**src/hdl/uart_pkg.sv**
```systemverilog
// UART shared definitions
`default_nettype none

package uart_pkg;

  localparam int data_w  = 8;
  localparam int os_rate = 16; // rx oversampling ratio

  // stop length in half-bits: 2, 3 or 4
  typedef enum logic [1:0] {
    stop_1   = 2'd0,
    stop_1p5 = 2'd1,
    stop_2   = 2'd2
  } stop_cfg_e; // 3 decodes as stop_2

  typedef logic [data_w-1:0] byte_t;

  typedef struct packed {
    byte_t data;
    logic  frame_err; // first stop bit sampled low
    logic  overrun;   // words were dropped before this one
  } rx_word_t;

endpackage

`default_nettype wire

```
**src/hdl/uart_baud_gen.sv**
```systemverilog
// UART baud tick generator
`timescale 1ns/1ps
`default_nettype none

module uart_baud_gen #(
  parameter int CLKS_PER_OS = 4
) (
  input  logic clk,
  input  logic reset_n,
  output logic os_tick,
  output logic half_tick
);

  localparam int DIV_W   = (CLKS_PER_OS > 1) ? $clog2(CLKS_PER_OS) : 1;
  localparam int HALF_OS = uart_pkg::os_rate / 2; // os ticks per half-bit
  localparam int PH_W    = $clog2(HALF_OS);

  logic [DIV_W-1:0] div_cnt;
  logic [PH_W-1:0]  phase;
  logic             div_wrap;

  assign div_wrap = (div_cnt == DIV_W'(CLKS_PER_OS - 1));

  always_ff @(posedge clk or negedge reset_n) begin
    if (!reset_n) begin
      div_cnt   <= '0;
      phase     <= '0;
      os_tick   <= 1'b0;
      half_tick <= 1'b0;
    end else begin
      div_cnt   <= div_wrap ? '0 : div_cnt + 1'b1;
      os_tick   <= div_wrap;
      half_tick <= div_wrap && (phase == PH_W'(HALF_OS - 1));
      if (div_wrap)
        phase <= phase + 1'b1; // wraps every half-bit
    end
  end

endmodule

`default_nettype wire

```
**src/hdl/uart_credit_fifo.sv**
```systemverilog
// credit flow-controlled FIFO
`timescale 1ns/1ps
`default_nettype none

module uart_credit_fifo #(
  parameter type payload_t   = logic [7:0],
  parameter int  DEPTH       = 4,
  parameter int  POP_CREDITS = 1
) (
  input  logic     clk,
  input  logic     reset_n,
  input  logic     push_valid,
  input  payload_t push_payload,
  output logic     push_credit,
  output logic     pop_valid,
  output payload_t pop_payload,
  input  logic     pop_credit
);

  localparam int PTR_W = (DEPTH > 1) ? $clog2(DEPTH) : 1;
  localparam int CNT_W = $clog2(DEPTH + 1);
  localparam int CRD_W = $clog2(POP_CREDITS + 1);

  payload_t mem [DEPTH];

  logic [PTR_W-1:0] wr_ptr;
  logic [PTR_W-1:0] rd_ptr;
  logic [CNT_W-1:0] count;
  logic [CRD_W-1:0] credit_cnt; // credits held toward the consumer
  logic             do_pop;

  assign do_pop      = (count != '0) && (credit_cnt != '0);
  assign pop_valid   = do_pop;
  assign pop_payload = mem[rd_ptr];
  assign push_credit = do_pop; // slot freed this cycle

  always_ff @(posedge clk) begin
    if (push_valid)
      mem[wr_ptr] <= push_payload;
  end

  always_ff @(posedge clk or negedge reset_n) begin
    if (!reset_n) begin
      wr_ptr     <= '0;
      rd_ptr     <= '0;
      count      <= '0;
      credit_cnt <= CRD_W'(POP_CREDITS);
    end else begin
      if (push_valid)
        wr_ptr <= (wr_ptr == PTR_W'(DEPTH - 1)) ? '0 : wr_ptr + 1'b1;
      if (do_pop)
        rd_ptr <= (rd_ptr == PTR_W'(DEPTH - 1)) ? '0 : rd_ptr + 1'b1;
      count      <= count + CNT_W'(push_valid) - CNT_W'(do_pop);
      credit_cnt <= credit_cnt + CRD_W'(pop_credit) - CRD_W'(do_pop);
    end
  end

  // sender must hold a credit per push
  no_push_full: assert property (@(posedge clk) disable iff (!reset_n)
    !(push_valid && count == CNT_W'(DEPTH)));

  // consumer never returns more than it was granted
  credit_bound: assert property (@(posedge clk) disable iff (!reset_n)
    credit_cnt <= CRD_W'(POP_CREDITS));

endmodule

`default_nettype wire

```
**src/hdl/uart_deserializer.sv**
```systemverilog
// UART 16x oversampling receiver
`timescale 1ns/1ps
`default_nettype none

module uart_deserializer #(
  parameter int RX_DEPTH = 4
) (
  input  logic               clk,
  input  logic               reset_n,
  input  logic               os_tick,
  input  logic               rx,
  output logic               push_valid,
  output uart_pkg::rx_word_t push_word,
  input  logic               push_credit
);

  localparam int S_IDLE  = 0;
  localparam int S_START = 1;
  localparam int S_DATA  = 2;
  localparam int S_STOP  = 3;
  localparam int OS_W    = $clog2(uart_pkg::os_rate);
  localparam int BIT_W   = $clog2(uart_pkg::data_w);
  localparam int CRD_W   = $clog2(RX_DEPTH + 1);
  localparam int MID     = uart_pkg::os_rate / 2 - 1;
  localparam int LAST    = uart_pkg::os_rate - 1;

  logic             rx_meta;
  logic             rx_sync;
  logic             rx_prev; // line at previous os_tick
  logic [3:0]       state;
  logic [OS_W-1:0]  os_cnt;
  logic [BIT_W-1:0] bit_cnt;
  uart_pkg::byte_t  data_sr;
  logic [CRD_W-1:0] credit_cnt;
  logic             ovr_pending;
  logic             stop_sample;
  logic             do_push;

  assign stop_sample = os_tick && state[S_STOP] && (os_cnt == OS_W'(LAST));
  assign do_push     = stop_sample && (credit_cnt != '0);

  always_ff @(posedge clk or negedge reset_n) begin
    if (!reset_n) begin
      rx_meta <= 1'b1;
      rx_sync <= 1'b1;
    end else begin
      rx_meta <= rx;
      rx_sync <= rx_meta;
    end
  end

  always_ff @(posedge clk or negedge reset_n) begin
    if (!reset_n) begin
      rx_prev <= 1'b1;
      state   <= 4'b0001;
      os_cnt  <= '0;
      bit_cnt <= '0;
    end else if (os_tick) begin
      rx_prev <= rx_sync;
      os_cnt  <= os_cnt + 1'b1;
      unique case (1'b1)
        state[S_IDLE]: begin
          os_cnt <= OS_W'(1);
          if (rx_prev && !rx_sync)
            state <= 4'b0010; // falling edge
        end
        state[S_START]: begin
          if (os_cnt == OS_W'(MID)) begin
            os_cnt  <= '0;
            bit_cnt <= '0;
            state   <= rx_sync ? 4'b0001 : 4'b0100; // reject glitch
          end
        end
        state[S_DATA]: begin
          if (os_cnt == OS_W'(LAST)) begin
            bit_cnt <= bit_cnt + 1'b1;
            if (bit_cnt == BIT_W'(uart_pkg::data_w - 1))
              state <= 4'b1000;
          end
        end
        state[S_STOP]: begin
          if (os_cnt == OS_W'(LAST))
            state <= 4'b0001;
        end
        default: state <= 4'b0001;
      endcase
    end
  end

  always_ff @(posedge clk) begin
    if (os_tick && state[S_DATA] && os_cnt == OS_W'(LAST))
      data_sr <= {rx_sync, data_sr[uart_pkg::data_w-1:1]};
    if (do_push) begin
      push_word.data      <= data_sr;
      push_word.frame_err <= !rx_sync;
      push_word.overrun   <= ovr_pending;
    end
  end

  always_ff @(posedge clk or negedge reset_n) begin
    if (!reset_n) begin
      push_valid  <= 1'b0;
      credit_cnt  <= CRD_W'(RX_DEPTH);
      ovr_pending <= 1'b0;
    end else begin
      push_valid <= do_push;
      credit_cnt <= credit_cnt + CRD_W'(push_credit) - CRD_W'(do_push);
      if (do_push)
        ovr_pending <= 1'b0;
      else if (stop_sample)
        ovr_pending <= 1'b1; // no room, word lost
    end
  end

  rx_credit_bound: assert property (@(posedge clk) disable iff (!reset_n)
    credit_cnt <= CRD_W'(RX_DEPTH));

endmodule

`default_nettype wire

```
**src/hdl/uart_serializer.sv**
```systemverilog
// UART frame transmitter
`timescale 1ns/1ps
`default_nettype none

module uart_serializer (
  input  logic                clk,
  input  logic                reset_n,
  input  logic                half_tick,
  input  logic                start_valid,
  input  uart_pkg::byte_t     data,
  input  uart_pkg::stop_cfg_e stop_cfg,
  output logic                tx,
  output logic                busy,
  output logic                credit
);

  localparam int S_IDLE  = 0;
  localparam int S_START = 1;
  localparam int S_DATA  = 2;
  localparam int S_STOP  = 3;
  localparam int BIT_W   = $clog2(uart_pkg::data_w);

  logic [3:0]       state; // one-hot
  uart_pkg::byte_t  shift_reg;
  logic [BIT_W-1:0] bit_cnt;
  logic [1:0]       half_cnt;
  logic [1:0]       stop_last; // stop half-bits minus one
  logic             stop_done;

  assign busy      = !state[S_IDLE];
  assign stop_done = state[S_STOP] && (half_cnt == stop_last);
  assign credit    = half_tick && stop_done;

  always_ff @(posedge clk or negedge reset_n) begin
    if (!reset_n) begin
      state    <= 4'b0001;
      tx       <= 1'b1;
      bit_cnt  <= '0;
      half_cnt <= '0;
    end else if (state[S_IDLE]) begin
      if (start_valid) begin
        state    <= 4'b0010;
        half_cnt <= '0; // tx drops on the next half_tick
      end
    end else if (half_tick) begin
      unique case (1'b1)
        state[S_START]: begin
          half_cnt <= half_cnt + 1'b1;
          if (half_cnt == 2'd0) begin
            tx <= 1'b0;
          end else if (half_cnt == 2'd2) begin
            tx       <= shift_reg[0];
            state    <= 4'b0100;
            half_cnt <= '0;
            bit_cnt  <= '0;
          end
        end
        state[S_DATA]: begin
          if (half_cnt == 2'd0) begin
            half_cnt <= 2'd1;
          end else if (bit_cnt == BIT_W'(uart_pkg::data_w - 1)) begin
            tx       <= 1'b1;
            state    <= 4'b1000;
            half_cnt <= '0;
          end else begin
            tx       <= shift_reg[0];
            bit_cnt  <= bit_cnt + 1'b1;
            half_cnt <= '0;
          end
        end
        state[S_STOP]: begin
          half_cnt <= half_cnt + 1'b1;
          if (stop_done)
            state <= 4'b0001;
        end
        default: state <= 4'b0001;
      endcase
    end
  end

  // frame payload, latched on accept
  always_ff @(posedge clk) begin
    if (state[S_IDLE] && start_valid) begin
      shift_reg <= data;
      unique case (stop_cfg)
        uart_pkg::stop_1:   stop_last <= 2'd1;
        uart_pkg::stop_1p5: stop_last <= 2'd2;
        default:            stop_last <= 2'd3;
      endcase
    end else if (half_tick && (state[S_START] && half_cnt == 2'd2 ||
                               state[S_DATA] && half_cnt == 2'd1)) begin
      shift_reg <= shift_reg >> 1; // LSB first
    end
  end

  no_start_busy: assert property (@(posedge clk) disable iff (!reset_n)
    start_valid |-> !busy);

endmodule

`default_nettype wire

```
**src/hdl/uart_subsystem.sv**
```systemverilog
// UART subsystem top
`timescale 1ns/1ps
`default_nettype none

module uart_subsystem #(
  parameter int CLKS_PER_OS = 4,
  parameter int TX_DEPTH    = 4,
  parameter int RX_DEPTH    = 4,
  parameter int OUT_CREDITS = 2
) (
  input  logic                clk,
  input  logic                reset_n,
  input  logic                in_valid,
  input  uart_pkg::byte_t     in_data,
  output logic                in_credit,
  input  uart_pkg::stop_cfg_e stop_cfg,
  output logic                tx,
  output logic                tx_busy,
  input  logic                rx,
  output logic                out_valid,
  output uart_pkg::byte_t     out_data,
  output logic                out_frame_err,
  output logic                out_overrun,
  input  logic                out_credit
);

  logic               os_tick;
  logic               half_tick;
  logic               ser_start;
  uart_pkg::byte_t    ser_data;
  logic               ser_credit;
  logic               rx_push;
  uart_pkg::rx_word_t rx_push_word;
  logic               rx_push_credit;
  uart_pkg::rx_word_t rx_pop_word;

  assign out_data      = rx_pop_word.data;
  assign out_frame_err = rx_pop_word.frame_err;
  assign out_overrun   = rx_pop_word.overrun;

  uart_baud_gen #(.CLKS_PER_OS(CLKS_PER_OS)) baud_gen (
    .clk      (clk),
    .reset_n  (reset_n),
    .os_tick  (os_tick),
    .half_tick(half_tick)
  );

  // serializer takes one byte per frame
  uart_credit_fifo #(
    .payload_t  (uart_pkg::byte_t),
    .DEPTH      (TX_DEPTH),
    .POP_CREDITS(1)
  ) tx_fifo (
    .clk         (clk),
    .reset_n     (reset_n),
    .push_valid  (in_valid),
    .push_payload(in_data),
    .push_credit (in_credit),
    .pop_valid   (ser_start),
    .pop_payload (ser_data),
    .pop_credit  (ser_credit)
  );

  uart_serializer serializer (
    .clk        (clk),
    .reset_n    (reset_n),
    .half_tick  (half_tick),
    .start_valid(ser_start),
    .data       (ser_data),
    .stop_cfg   (stop_cfg),
    .tx         (tx),
    .busy       (tx_busy),
    .credit     (ser_credit)
  );

  uart_deserializer #(.RX_DEPTH(RX_DEPTH)) deserializer (
    .clk        (clk),
    .reset_n    (reset_n),
    .os_tick    (os_tick),
    .rx         (rx),
    .push_valid (rx_push),
    .push_word  (rx_push_word),
    .push_credit(rx_push_credit)
  );

  uart_credit_fifo #(
    .payload_t  (uart_pkg::rx_word_t),
    .DEPTH      (RX_DEPTH),
    .POP_CREDITS(OUT_CREDITS)
  ) rx_fifo (
    .clk         (clk),
    .reset_n     (reset_n),
    .push_valid  (rx_push),
    .push_payload(rx_push_word),
    .push_credit (rx_push_credit),
    .pop_valid   (out_valid),
    .pop_payload (rx_pop_word),
    .pop_credit  (out_credit)
  );

endmodule

`default_nettype wire

```
**config.mk**
```make
export PLATFORM = sky130hd
export DESIGN_NAME = uart_subsystem
export DESIGN_NICKNAME = d
export VERILOG_FILES = /design/src/hdl/uart_pkg.sv /design/src/hdl/uart_baud_gen.sv /design/src/hdl/uart_credit_fifo.sv /design/src/hdl/uart_deserializer.sv /design/src/hdl/uart_serializer.sv /design/src/hdl/uart_subsystem.sv
export SDC_FILE = /design/constraint.sdc
export NUM_CORES = 1
export LEC_CHECK = 0
export BUFFER_PORTS_ARGS = -buffer_cell sky130_fd_sc_hd__buf_2
export CAP_MARGIN = 10
export CORE_ASPECT_RATIO = 1.4
export CORE_MARGIN = 5
export CORE_UTILIZATION = 45
export DETAILED_ROUTE_END_ITERATION = 8
export PLACE_DENSITY = 0.72
export SETUP_SLACK_MARGIN = 0.4
export SLEW_MARGIN = 0
export SYNTH_ARGS = -nofsm -noshare
export SYNTH_HDL_FRONTEND = slang
export SYNTH_SLANG_ARGS = --single-unit
export TNS_END_PERCENT = 20
```
**constraint.sdc**
```tcl
create_clock -name clk -period 5.1 [get_ports clk]
set_clock_uncertainty 0.2 [all_clocks]
set_input_delay 0.51 -clock clk [delete_from_list [all_inputs] [get_ports clk]]
set_output_delay 0.51 -clock clk [all_outputs]
set_load 0.1 [all_outputs]
```
==> results.txt <==
outcome - completed
fill count - 1113
Reg clk slew, reported paths - 0.07 ns
total clock buffers created by CTS - 17
pins over their slew limit - 0
Arr. time, crit path - 2.15 ns
Syn Std Cell Area - 0.00641 mm2
# hold bufs at CTS - 1
Commonest cells post-synth - 100 x edfxtp_1, 44 x dfrtp_1, 27 x ha_1
CP max FO - 13
vias - 3298
crit-path max cell delay - 0.82 ns
Yosys cell types - 54
Tot GR Track Use - 12.9%
Placer Congestion - 0.801
Yosys reg bits - 153
post-synthesis adder-cell area fraction - 6.21%
Post-Syn Instances - 401
slew margin rel. - 50.7%
Fin. Hold Viols - 0
cell chain of the critical path - mux4_2 -> buf_2
core area - 0.0140 mm2
first-pass GRT wire length - 17100 um
Final WS setup - 2.24 ns
Crit Reg-Reg Endpoint - deserializer.credit_cnt[2]
Largest regs - rx_fifo.mem (40), tx_fifo.mem (32), deserializer.push_word (10)
Nets - 483
Post-synth EDFFs - 100
Hold Slack - 0.0180 ns
Synth warnings - 0
Worst setup EP type - output port
Initial DRT Pass Iterations - 4
TritonCTS sink count - 153
fin crit period - 2.86 ns
CTS Buffer Depth - 2
Critical path origin - rx_fifo.rd_ptr[0]
critical path class - register to output port
RSZ-0062 raised after global routing - false
top-count cell post-synth - edfxtp_1
Mapped Nets - 446
Clock Latency Late Sink - 0.42 ns
Peak Freq - 350 MHz
post-synthesis xor/xnor area fraction - 1.64%
Crit. path cell count - 2
DR iter-0 viols - 197
CP top delay family - flip-flops
I/O pin count - 29
dpl hpwl - 6840 um
Largest register FFs - 40
slowest CP cell - dfrtp_1
vias in the first global route - 3568
Synth area leader - edfxtp_1
setup TNS - 0 ns
PortBufs - 28
Synth Area in Simple Gates - 7.16%
top_reg_cell synth - edfxtp_1
Hold Path Class - primary input to asynchronous set/reset pin
routed length per instance - 15.7 um
Slew @ Worst Pin - 0.740 ns
Final ANT Viol Nets - 0
top cells by area, synth - edfxtp_1 47%, dfrtp_1 17%, mux4_2 6.3%
MaxCap Viol Count - 0
largest family of logic cells by synthesized area - multiplexers
number of inserted diodes - 0
mux contribution to synthesized area - 9.39%
Layout area overhead - 14.0%
average size of a mapped cell - 16.0 um2
ys async rst share - 34.6%
leakage power total - 2.77 nW
largest net degree at the start of global routing - 54
peak supply drop - 242 uV
dpl cell area - 0.00672 mm2
post-detailed-routing wire length - 10000 um
startpoint types - register
# rows - 51
Reg2Reg Depth - 9
Final Power - 2.96 mW
TritonCTS clock tree - built
DP Worst Slack - 2.55 ns
post-CTS setup buffer count - 0
Die Y - 151 um
flop-to-flop setup slack - 2.56 ns
Setup Viol. Count Final - 0
CTS Root Cell - clkbuf_16
H-tree depth - 4
area of the multi-input gates - 0.00191 mm2
Top reg by flops - rx_fifo.mem
Final period util - 56.1%
sequential element share of the synthesized area - 67.7%
DRC Markers - 0
Synth Area in Compound Gates - 5.35%
reg2reg start - deserializer.os_cnt[0]
Die Wd - 111 um
initial antenna violation count - 0
grt total ovfl - 0
vias per cell - 5.19
CP required - 4.39 ns
die area - 0.0168 mm2
Initial Util - 45.9%
WP buf/inv - 1
layout cells sized above 1 - 23.3%
CTS resizes - 0
post-synth top area share - 46.8%
PD cells - 405 mW/mm2
final instance area - 0.00731 mm2
Seq. cell area - 0.00434 mm2
[kinds of logic after synthesis]
family	count (synthesis)
and+or+nand+nor	86
muxes	36
AOI/OAI and AO/OA	47
xor gates and xnor gates	12
DFF	153
adders and majority gates	30
buffers and inverters	37
[area by class of cell]
| cell class | instances | area share (%) |
|---|---|---|
| sequential | 153 | 59.4 |
| clock inverter | 15 | 2.07 |
| clock buffer | 17 | 5.82 |
| inverter | 25 | 1.28 |
| timing repair buffer | 30 | 2.16 |
| tap | 185 | 3.17 |
| multi-input combinational | 211 | 26.1 |
[through the flow]
step	std cells	utilization [%]
3_5_place_dp	603	48.1
2_1_floorplan	401	-
6_report	636	52.3
4_1_cts	636	52.3
5_1_grt	636	52.3
3_3_place_gp	603	48.1
[worst max path at each step]
stage / end / slack (ns)
4_1_cts: out_data[6] / 2.17
3_3_place_gp: deserializer.credit_cnt[2] / 2.65
3_5_place_dp: deserializer.credit_cnt[2] / 2.55
6_report: out_data[6] / 2.24
5_1_grt: out_data[5] / 2.10
2_1_floorplan: deserializer.credit_cnt[2] / 2.59
[cell usage in the layout (no fill, tap or decap), types with 7 or more instances in the layout]
master,count
mux2_2,8
mux4_2,18
o21ai_0,8
and2_1,11
inv_1,22
dfstp_2,9
nand3_1,10
ha_1,27
nor3_1,7
edfxtp_1,100
clkbuf_16,17
o21ai_1,9
nand2_1,19
nor2_1,13
buf_2,28
dfrtp_1,44
xnor2_1,9
[power by group]
part | switching [mW] | internal [mW]
registers | 0.0977 | 1.43
logic | 0.118 | 0.112
clock network | 0.548 | 0.651
[layer usage]
| layer | vias to the layer above | global-route usage (%) | part of all wire (%) |
|---|---|---|---|
| li1 | 1567 | - | - |
| met1 | 1678 | 14.2 | 41 |
| met2 | 44 | 23.8 | 55 |
| met3 | 9 | 3.44 | 2.7 |
| met4 | 0 | 5.18 | 1.3 |
| met5 | - | 0 | 0 |
No activity file was read; power rests on OpenSTA's default activity.
